===== config.mk =====
export PLATFORM = sky130hd
export DESIGN_NAME = csr_pipeline_top
export DESIGN_NICKNAME = d
export VERILOG_FILES = /design/src/common/riscv_isa_pkg.sv /design/src/common/csr_pipe_pkg.sv /design/src/source/csr_pipeline_top.sv /design/src/csrfile/csrfile.sv /design/src/source/csr_execute.sv /design/src/source/csr_decode.sv
export VERILOG_INCLUDE_DIRS = /design/src /design/src/common
export SDC_FILE = /design/constraint.sdc
export NUM_CORES = 1
export LEC_CHECK = 0
export BUFFER_PORTS_ARGS = -buffer_cell sky130_fd_sc_hd__buf_4
export CAP_MARGIN = 20
export CORE_MARGIN = 5
export CORE_UTILIZATION = 54
export CTS_CLUSTER_DIAMETER = 60
export DETAILED_ROUTE_END_ITERATION = 12
export PLACE_DENSITY = 0.73
export SETUP_SLACK_MARGIN = 0.05
export SYNTH_ARGS = -nofsm -noshare
export SYNTH_HDL_FRONTEND = slang
export SYNTH_SLANG_ARGS = --single-unit

===== constraint.sdc =====
create_clock -name clk_i -period 2.5 [get_ports clk_i]
set_clock_uncertainty 0.2 [all_clocks]
set_input_delay 0.125 -clock clk_i [delete_from_list [all_inputs] [get_ports clk_i]]
set_output_delay 0.125 -clock clk_i [all_outputs]
set_load 0.05 [all_outputs]

===== src/common/csr_cfg.svh =====
`ifndef CSR_CFG_SVH
`define CSR_CFG_SVH

////////////////////////////////////////////////////////////////////////////
// fixed sizes of the rv32 machine-mode csr unit
////////////////////////////////////////////////////////////////////////////

// data word width
`define CSR_XLEN 32

// csr address field width, instr[31:20]
`define CSR_ADDR_W 12

// register index width, also the zimm width
`define CSR_REG_W 5

// mtvec is word aligned, the low two bits read as zero
`define CSR_MTVEC_MASK 32'hffff_fffc

`endif

===== src/common/riscv_isa_pkg.sv =====
`include "csr_cfg.svh"

package riscv_isa_pkg;

  typedef logic [`CSR_ADDR_W-1:0] csr_addr_t;

  //////////////////////////////////////////////////////////////////////////
  // machine-mode csr addresses
  //////////////////////////////////////////////////////////////////////////

  localparam csr_addr_t csr_addr_mtvec     = 12'h305;
  localparam csr_addr_t csr_addr_mscratch  = 12'h340;
  localparam csr_addr_t csr_addr_mepc      = 12'h341;
  localparam csr_addr_t csr_addr_mcause    = 12'h342;
  localparam csr_addr_t csr_addr_mtval     = 12'h343;
  // counters, read only in this unit
  localparam csr_addr_t csr_addr_mcycle    = 12'hb00;
  localparam csr_addr_t csr_addr_mcycleh   = 12'hb80;
  localparam csr_addr_t csr_addr_minstret  = 12'hb02;
  localparam csr_addr_t csr_addr_minstreth = 12'hb82;

  // encoding follows funct3[1:0] of the csr instructions
  typedef enum logic [1:0] {
    csr_op_none = 2'b00,
    csr_op_rw   = 2'b01,
    csr_op_rs   = 2'b10,
    csr_op_rc   = 2'b11
  } csr_op_e;

  localparam logic [6:0] opcode_system = 7'b1110011;

  // the registers a csr instruction may change
  function automatic logic csr_is_writable(csr_addr_t addr);
    case (addr)
      csr_addr_mtvec, csr_addr_mscratch, csr_addr_mepc,
      csr_addr_mcause, csr_addr_mtval: return 1'b1;
      default: return 1'b0;
    endcase
  endfunction

endpackage


===== src/common/csr_pipe_pkg.sv =====
`include "csr_cfg.svh"

package csr_pipe_pkg;

  import riscv_isa_pkg::*;

  typedef logic [`CSR_XLEN-1:0] word_t;
  typedef logic [`CSR_REG_W-1:0] reg_addr_t;

  //////////////////////////////////////////////////////////////////////////
  // stage registers
  //////////////////////////////////////////////////////////////////////////

  // decode to execute
  typedef struct packed {
    logic      valid;
    csr_op_e   op;
    csr_addr_t csr_addr;
    reg_addr_t rd_addr;
    // rd is not x0 and op is not none
    logic      rd_we;
    // rw always, rs/rc only with a nonzero rs1 field or zimm
    logic      csr_we;
    // rs1 data or the zero-extended zimm
    word_t     operand;
    // csr value read in id, may be stale by one instruction
    word_t     csr_rdata;
    word_t     pc;
    logic      trap_valid;
    word_t     trap_mcause;
  } id_ex_t;

  // execute to write back
  typedef struct packed {
    logic      valid;
    csr_addr_t csr_addr;
    logic      csr_we;
    word_t     csr_wdata;
    reg_addr_t rd_addr;
    logic      rd_we;
    // old csr value, returned on rd
    word_t     rd_data;
    word_t     pc;
    logic      trap_valid;
    word_t     trap_mcause;
  } ex_wb_t;

endpackage


===== src/source/csr_pipeline_top.sv =====
`include "csr_cfg.svh"

module csr_pipeline_top
  import riscv_isa_pkg::*, csr_pipe_pkg::*;
(
  input  logic      clk_i,
  input  logic      rst_i,
  input  logic      instr_valid_i,
  input  word_t     instr_i,
  input  word_t     pc_i,
  input  word_t     rs1_data_i,
  input  logic      trap_valid_i,
  input  word_t     trap_mcause_i,
  output logic      rd_we_o,
  output reg_addr_t rd_addr_o,
  output word_t     rd_data_o,
  output word_t     trap_handler_addr_o
);

  csr_addr_t csr_raddr;
  word_t     csr_rdata;
  id_ex_t    id_ex;
  ex_wb_t    ex_wb;

  csr_decode u_decode (
    .clk_i         (clk_i),
    .rst_i         (rst_i),
    .instr_valid_i (instr_valid_i),
    .instr_i       (instr_i),
    .pc_i          (pc_i),
    .rs1_data_i    (rs1_data_i),
    .trap_valid_i  (trap_valid_i),
    .trap_mcause_i (trap_mcause_i),
    .csr_raddr_o   (csr_raddr),
    .csr_rdata_i   (csr_rdata),
    .id_ex_o       (id_ex)
  );

  // wb is the execute register itself, fed back for forwarding
  csr_execute u_execute (
    .clk_i   (clk_i),
    .rst_i   (rst_i),
    .id_ex_i (id_ex),
    .wb_i    (ex_wb),
    .ex_wb_o (ex_wb)
  );

  csrfile u_csrfile (
    .clk_i               (clk_i),
    .rst_i               (rst_i),
    .csr_raddr_i         (csr_raddr),
    .csr_rdata_o         (csr_rdata),
    .wb_i                (ex_wb),
    .ex_valid_i          (id_ex.valid),
    .trap_handler_addr_o (trap_handler_addr_o)
  );

  // rd result leaves from the write back stage
  assign rd_we_o   = ex_wb.rd_we;
  assign rd_addr_o = ex_wb.rd_addr;
  assign rd_data_o = ex_wb.rd_data;

endmodule


===== src/csrfile/csrfile.sv =====
`include "csr_cfg.svh"

module csrfile
  import riscv_isa_pkg::*, csr_pipe_pkg::*;
(
  input  logic      clk_i,
  input  logic      rst_i,
  input  csr_addr_t csr_raddr_i,
  output word_t     csr_rdata_o,
  input  ex_wb_t    wb_i,
  input  logic      ex_valid_i,
  output word_t     trap_handler_addr_o
);

  word_t mtvec_q;
  word_t mscratch_q;
  word_t mepc_q;
  word_t mcause_q;
  word_t mtval_q;
  logic [2*`CSR_XLEN-1:0] mcycle_q;
  logic [2*`CSR_XLEN-1:0] minstret_q;
  word_t trap_handler_q;

  logic  wb_wr;
  logic  wb_trap;
  word_t wr_value;
  logic  wr_hit;
  word_t minstret_lo;
  word_t stored;
  logic  rd_writable;

  //////////////////////////////////////////////////////////////////////////
  // write back side
  //////////////////////////////////////////////////////////////////////////

  assign wb_wr   = wb_i.valid && wb_i.csr_we;
  assign wb_trap = wb_i.valid && wb_i.trap_valid;

  // value as it lands in the register, mtvec keeps word alignment
  assign wr_value = (wb_i.csr_addr == csr_addr_mtvec) ?
                    (wb_i.csr_wdata & `CSR_MTVEC_MASK) : wb_i.csr_wdata;

  always_ff @(posedge clk_i) begin
    if (rst_i) begin
      mtvec_q    <= '0;
      mscratch_q <= '0;
      mepc_q     <= '0;
      mcause_q   <= '0;
      mtval_q    <= '0;
      mcycle_q   <= '0;
      minstret_q <= '0;
    end else begin
      if (wb_wr) begin
        case (wb_i.csr_addr)
          csr_addr_mtvec:    mtvec_q    <= wr_value;
          csr_addr_mscratch: mscratch_q <= wr_value;
          csr_addr_mepc:     mepc_q     <= wr_value;
          csr_addr_mcause:   mcause_q   <= wr_value;
          csr_addr_mtval:    mtval_q    <= wr_value;
          // counters are read only here
          default: ;
        endcase
      end
      // trap report wins over a write in the same cycle
      if (wb_trap) begin
        mepc_q   <= wb_i.pc;
        mcause_q <= wb_i.trap_mcause;
      end
      mcycle_q <= mcycle_q + (2*`CSR_XLEN)'(1);
      if (wb_i.valid) begin
        minstret_q <= minstret_q + (2*`CSR_XLEN)'(1);
      end
    end
  end

  //////////////////////////////////////////////////////////////////////////
  // read side, used by id
  //////////////////////////////////////////////////////////////////////////

  // instructions older than the reader that are still in flight
  assign minstret_lo = minstret_q[`CSR_XLEN-1:0] + word_t'(ex_valid_i) + word_t'(wb_i.valid);

  always_comb begin
    stored = '0;
    case (csr_raddr_i)
      csr_addr_mtvec:     stored = mtvec_q;
      csr_addr_mscratch:  stored = mscratch_q;
      csr_addr_mepc:      stored = mepc_q;
      csr_addr_mcause:    stored = mcause_q;
      csr_addr_mtval:     stored = mtval_q;
      csr_addr_mcycle:    stored = mcycle_q[`CSR_XLEN-1:0];
      csr_addr_mcycleh:   stored = mcycle_q[2*`CSR_XLEN-1:`CSR_XLEN];
      csr_addr_minstret:  stored = minstret_lo;
      csr_addr_minstreth: stored = minstret_q[2*`CSR_XLEN-1:`CSR_XLEN];
      default:            stored = '0;
    endcase
  end

  // write-through covers the instruction two ahead of the reader
  assign rd_writable = csr_is_writable(csr_raddr_i);
  assign wr_hit      = wb_wr && (wb_i.csr_addr == csr_raddr_i);

  assign csr_rdata_o = (wr_hit && rd_writable) ? wr_value : stored;

  //////////////////////////////////////////////////////////////////////////
  // trap target
  //////////////////////////////////////////////////////////////////////////

  always_ff @(posedge clk_i) begin
    if (rst_i) begin
      trap_handler_q <= '0;
    end else begin
      trap_handler_q <= mtvec_q;
    end
  end

  assign trap_handler_addr_o = trap_handler_q;

endmodule


===== src/source/csr_execute.sv =====
`include "csr_cfg.svh"

module csr_execute
  import riscv_isa_pkg::*, csr_pipe_pkg::*;
(
  input  logic   clk_i,
  input  logic   rst_i,
  input  id_ex_t id_ex_i,
  input  ex_wb_t wb_i,
  output ex_wb_t ex_wb_o
);

  logic   fwd_hit;
  word_t  old_value;
  word_t  new_value;
  logic   csr_we;
  ex_wb_t ex_wb_d;
  ex_wb_t ex_wb_q;

  //////////////////////////////////////////////////////////////////////////
  // forwarding from write back
  //////////////////////////////////////////////////////////////////////////

  // the instruction one ahead has not committed yet when this one read in id
  assign fwd_hit = wb_i.valid && wb_i.csr_we && (wb_i.csr_addr == id_ex_i.csr_addr);

  assign old_value = fwd_hit ? wb_i.csr_wdata : id_ex_i.csr_rdata;

  always_comb begin
    case (id_ex_i.op)
      csr_op_rw: new_value = id_ex_i.operand;
      csr_op_rs: new_value = old_value | id_ex_i.operand;
      csr_op_rc: new_value = old_value & ~id_ex_i.operand;
      default:   new_value = old_value;
    endcase
  end

  // counters and unknown addresses take no write, so nothing is forwarded from them
  assign csr_we = id_ex_i.valid && id_ex_i.csr_we && !id_ex_i.trap_valid &&
                  csr_is_writable(id_ex_i.csr_addr);

  always_comb begin
    ex_wb_d             = '0;
    ex_wb_d.valid       = id_ex_i.valid;
    ex_wb_d.csr_addr    = id_ex_i.csr_addr;
    ex_wb_d.csr_we      = csr_we;
    // keep the forwarded value equal to what mtvec will hold
    ex_wb_d.csr_wdata   = (id_ex_i.csr_addr == csr_addr_mtvec) ?
                          (new_value & `CSR_MTVEC_MASK) : new_value;
    ex_wb_d.rd_addr     = id_ex_i.rd_addr;
    ex_wb_d.rd_we       = id_ex_i.valid && id_ex_i.rd_we && !id_ex_i.trap_valid;
    ex_wb_d.rd_data     = old_value;
    ex_wb_d.pc          = id_ex_i.pc;
    ex_wb_d.trap_valid  = id_ex_i.valid && id_ex_i.trap_valid;
    ex_wb_d.trap_mcause = id_ex_i.trap_mcause;
  end

  //////////////////////////////////////////////////////////////////////////
  // ex/wb stage register
  //////////////////////////////////////////////////////////////////////////

  always_ff @(posedge clk_i) begin
    ex_wb_q <= ex_wb_d;
    if (rst_i) begin
      ex_wb_q.valid      <= 1'b0;
      ex_wb_q.csr_we     <= 1'b0;
      ex_wb_q.rd_we      <= 1'b0;
      ex_wb_q.trap_valid <= 1'b0;
    end
  end

  assign ex_wb_o = ex_wb_q;

endmodule


===== src/source/csr_decode.sv =====
`include "csr_cfg.svh"

module csr_decode
  import riscv_isa_pkg::*, csr_pipe_pkg::*;
(
  input  logic      clk_i,
  input  logic      rst_i,
  input  logic      instr_valid_i,
  input  word_t     instr_i,
  input  word_t     pc_i,
  input  word_t     rs1_data_i,
  input  logic      trap_valid_i,
  input  word_t     trap_mcause_i,
  output csr_addr_t csr_raddr_o,
  input  word_t     csr_rdata_i,
  output id_ex_t    id_ex_o
);

  logic [6:0] opcode;
  logic [2:0] funct3;
  reg_addr_t  rd_field;
  reg_addr_t  rs1_field;
  logic       is_csr;
  csr_op_e    op;
  word_t      zimm;
  id_ex_t     id_ex_d;
  id_ex_t     id_ex_q;

  //////////////////////////////////////////////////////////////////////////
  // instruction fields
  //////////////////////////////////////////////////////////////////////////

  assign opcode    = instr_i[6:0];
  assign rd_field  = instr_i[11:7];
  assign funct3    = instr_i[14:12];
  assign rs1_field = instr_i[19:15];

  // the csr is read during id, the file answers in the same cycle
  assign csr_raddr_o = instr_i[31:20];

  // zimm sits in the rs1 field
  assign zimm = {{(`CSR_XLEN - `CSR_REG_W){1'b0}}, rs1_field};

  // funct3 000 and 100 are ecall/ebreak/xret and reserved
  assign is_csr = (opcode == opcode_system) && (funct3[1:0] != 2'b00);

  always_comb begin
    op = csr_op_none;
    if (instr_valid_i && is_csr) begin
      case (funct3[1:0])
        2'b01:   op = csr_op_rw;
        2'b10:   op = csr_op_rs;
        2'b11:   op = csr_op_rc;
        default: op = csr_op_none;
      endcase
    end
  end

  always_comb begin
    id_ex_d             = '0;
    id_ex_d.valid       = instr_valid_i;
    id_ex_d.op          = op;
    id_ex_d.csr_addr    = instr_i[31:20];
    id_ex_d.rd_addr     = rd_field;
    id_ex_d.rd_we       = (op != csr_op_none) && (rd_field != '0);
    // set/clear with x0 or zimm 0 only read
    id_ex_d.csr_we      = (op == csr_op_rw) ||
                          ((op != csr_op_none) && (rs1_field != '0));
    id_ex_d.operand     = funct3[2] ? zimm : rs1_data_i;
    id_ex_d.csr_rdata   = csr_rdata_i;
    id_ex_d.pc          = pc_i;
    id_ex_d.trap_valid  = instr_valid_i && trap_valid_i;
    id_ex_d.trap_mcause = trap_mcause_i;
  end

  // id/ex stage register
  always_ff @(posedge clk_i) begin
    if (rst_i) begin
      id_ex_q <= '0;
    end else begin
      id_ex_q <= id_ex_d;
    end
  end

  assign id_ex_o = id_ex_q;

endmodule


==> metrics <==
synthesized cell area 24,600 um2; # rows between 70 and 80; Setup TNS -0.03980 ns; drt pass-1 iters 9; H-tree depth 2; Worst EP arrival around 2.9 ns; leakage around 12 nW; critical-path maximum fanout 8; share of cells above drive strength 1 0.2028; Final Max Slew Viols 0; Post-synth ARST share 0; WL/cell about 22 um; CTS tree built; Vias per Instance slightly below 6; grt ovf 0; IO Pins 202; max-cap viol count 0; ANT cells 0; Worst Tran Pin Value slightly below 0.7 ns; top cells by area, synth dfxtp_1 (50%), nand2_1 (4.3%), xnor2_1 (3.6%); fmax ~0.4 GHz; buffer depth of the longest clock path 3; first-pass GRT wire length roughly 120 mm; final antenna-violating net count 0; Remaining DRCs 0; Core Box Area between 40,000 and 50,000 um2; Setup CP Type reg -> reg; Die ar. roughly 50,000 um2; clock root cell clkbuf_16; failing checks negative setup slack; Final GP Congestion ~0.93; Setup Slack @ Placement -0.1256 ns; Design Area, Final 31,720 um2; total CTS buffers slightly above 60; Die Width around 220 um; Synth-to-Final Area Change 28.96%; commonest non-fill, non-tap cell in the layout dfxtp_1; Initial Util 0.5444; post-synth cell types slightly above 70; placed insts about 3,300; Port-buffer cells 201; top-area cell type share of the netlist area 0.5046; 1st-iter DRT viols approximately 2,500; Final Hold Viols 0; status finished with violations; Peak VDD IR 0.0006132 V; worst hold margin 0.03650 ns; register area approximately 12,000 um2; Total GRT Usage 0.3115; RSZ-0062 raised after global routing yes; period utilization 1.010; largest net degree at the start of global routing roughly 100; CP required 2.85 ns; Setup crit start kind flop; post-synthesis sequential area ratio 0.5046; number of vias in the routed layout around 21,000; clk_lat worst skew roughly 0.63 ns; worst hold path type in -> reg; initial antenna violation count 1; Synth Area per Inst between 9 and 10 um2; Clk pin slew, worst setup/hold paths 0.06 ns; Vert. Die Dim roughly 220 um; worst relative slew slack 0.5390; CP endpoint kind flop; # nets final between 3,000 and 4,000; Final min period 2.526 ns; FILL cells approximately 3,200; # clock sinks 620; Synth Flop Type dfxtp_1; Final Core Density 0.7020; Final Power ~21 mW; Yosys reg bits 620; PnR worst setup slack -0.02585 ns; P per Cell Area between 600 and 700 nW/um2; leading area contributor after synthesis dfxtp_1; Syn Nets about 2,700; number of synthesized flops with an enable pin 0; multi-input logic area ~11,000 um2; hpwl dp 53.39 mm; routed wire length between 80 and 90 mm; number of global-route vias before repair 20,929; cells after synthesis about 2,600; most frequent cells in the layout dfxtp_1 (613), buf_4 (359), nand2_1 (281); warnings from Yosys 0; endpoints failing setup 3; Placed Area approximately 27,000 um2; Final Instance Count excl. Fillers around 3,600
## path summary, 6_finish.rpt
path	startpoint	to	cells past startpoint	slack [ns]
hold / removal	trap_mcause_i[9]	u_decode.id_ex_o[9]	3	0.04
setup reg to reg	u_csrfile.minstret_q[0]	u_decode.id_ex_o[87]	8	-0.03
setup / recovery	u_csrfile.minstret_q[0]	u_decode.id_ex_o[87]	8	-0.03
hold reg to reg	u_decode.id_ex_o[8]	u_execute.ex_wb_o[8]	0	0.12
## metal layers
| layer | GRT usage | up-vias | share of wire |
|---|---|---|---|
| li1 | - | 9746 | - |
| met4 | 0.1190 | 2 | 0.041 |
| met5 | 0 | - | 0.00021 |
| met1 | 0.4127 | 10299 | 0.40 |
| met2 | 0.5102 | 1023 | 0.47 |
| met3 | 0.05618 | 206 | 0.082 |
## Yosys cell counts, types with 4 or more instances
library cell  number
and4_1            19
a211oi_1          32
inv_1             15
nor4_1            16
buf_2             40
buf_1              7
o21ai_1           14
a22oi_1           31
nand4_1           43
mux4_2            21
nor2b_1          124
a32oi_1            5
o211ai_1          10
nor3_1            37
and2_1            78
o31ai_1           16
xnor2_1          102
or2_2              5
or4_1             17
a221o_1            8
a21oi_1          171
o21ai_0           43
nand3_1           53
nor4_2             4
a222oi_1          32
xor2_1            74
nand2_1          282
a2bb2oi_1         32
buf_4             40
a22o_1             8
o2bb2ai_1          7
dfxtp_1          620
mux2i_1           69
o22ai_1            4
clkbuf_1         130
and3_1            21
nor2_1           228
mux2_2            41
or3_1             29
## logic make-up (layout without fill, tap and decap cells)
group | count (synthesis) | count (layout) | share of synthesized area
and+or+nand+nor | 993 | 994 | 0.2060
AOI/OAI and AO/OA | 428 | 428 | 0.1146
xor gates and xnor gates | 176 | 176 | 0.06267
DFF | 620 | 620 | 0.5046
buffers and inverters | 233 | 680 | 0.04374
adders and majority gates | 4 | 4 | 0.002340
muxes | 131 | 131 | 0.06607
## layout make-up
cell class,instances,area share
repair buffers,556,0.1562
inverters,15,0.001775
multi-input cells,1733,0.3587
flip-flops and latches,620,0.3918
clock inverters,25,0.01325
clock buffers,84,0.05463
well taps,600,0.02367
## worst max-delay path, stage by stage, from the launching register on
cell     delay [ns]
dfxtp_4        0.37
fa_2           0.23
ha_4           0.16
nand3_4        0.10
or4_4          0.50
or4_4          0.50
a21oi_1        0.13
o21ai_1        0.09
a21oi_1        0.16
## report_power, final
group	switching, mW	internal [mW]	total [mW]
combinational	0.415	0.493	0.909
clock	3.98	5.88	9.86
sequential	0.0886	10.0	10.1
## sequential cells by signal (all words and copies together), names as in the netlist
register / flops
u_csrfile.trap_handler_addr_o: 32
u_csrfile.mtvec_q: 32
u_csrfile.mcause_q: 32
u_csrfile.mcycle_q: 64
u_csrfile.mtval_q: 32
u_decode.id_ex_o: 151
u_csrfile.minstret_q: 64
u_csrfile.mscratch_q: 32
u_execute.ex_wb_o: 149
u_csrfile.mepc_q: 32
## what timing repair did
action / in CTS / in global routing
pin swaps: 0 / 21
cloned: 1 / 2
hold endpoints to repair: 183 / 0
buffers inserted: 3 / 5
hold buffers: 170 / 0
resized for setup: 3 / 47
setup endpoints to repair: 17 / 69
(Power assumes the default switching activity.)
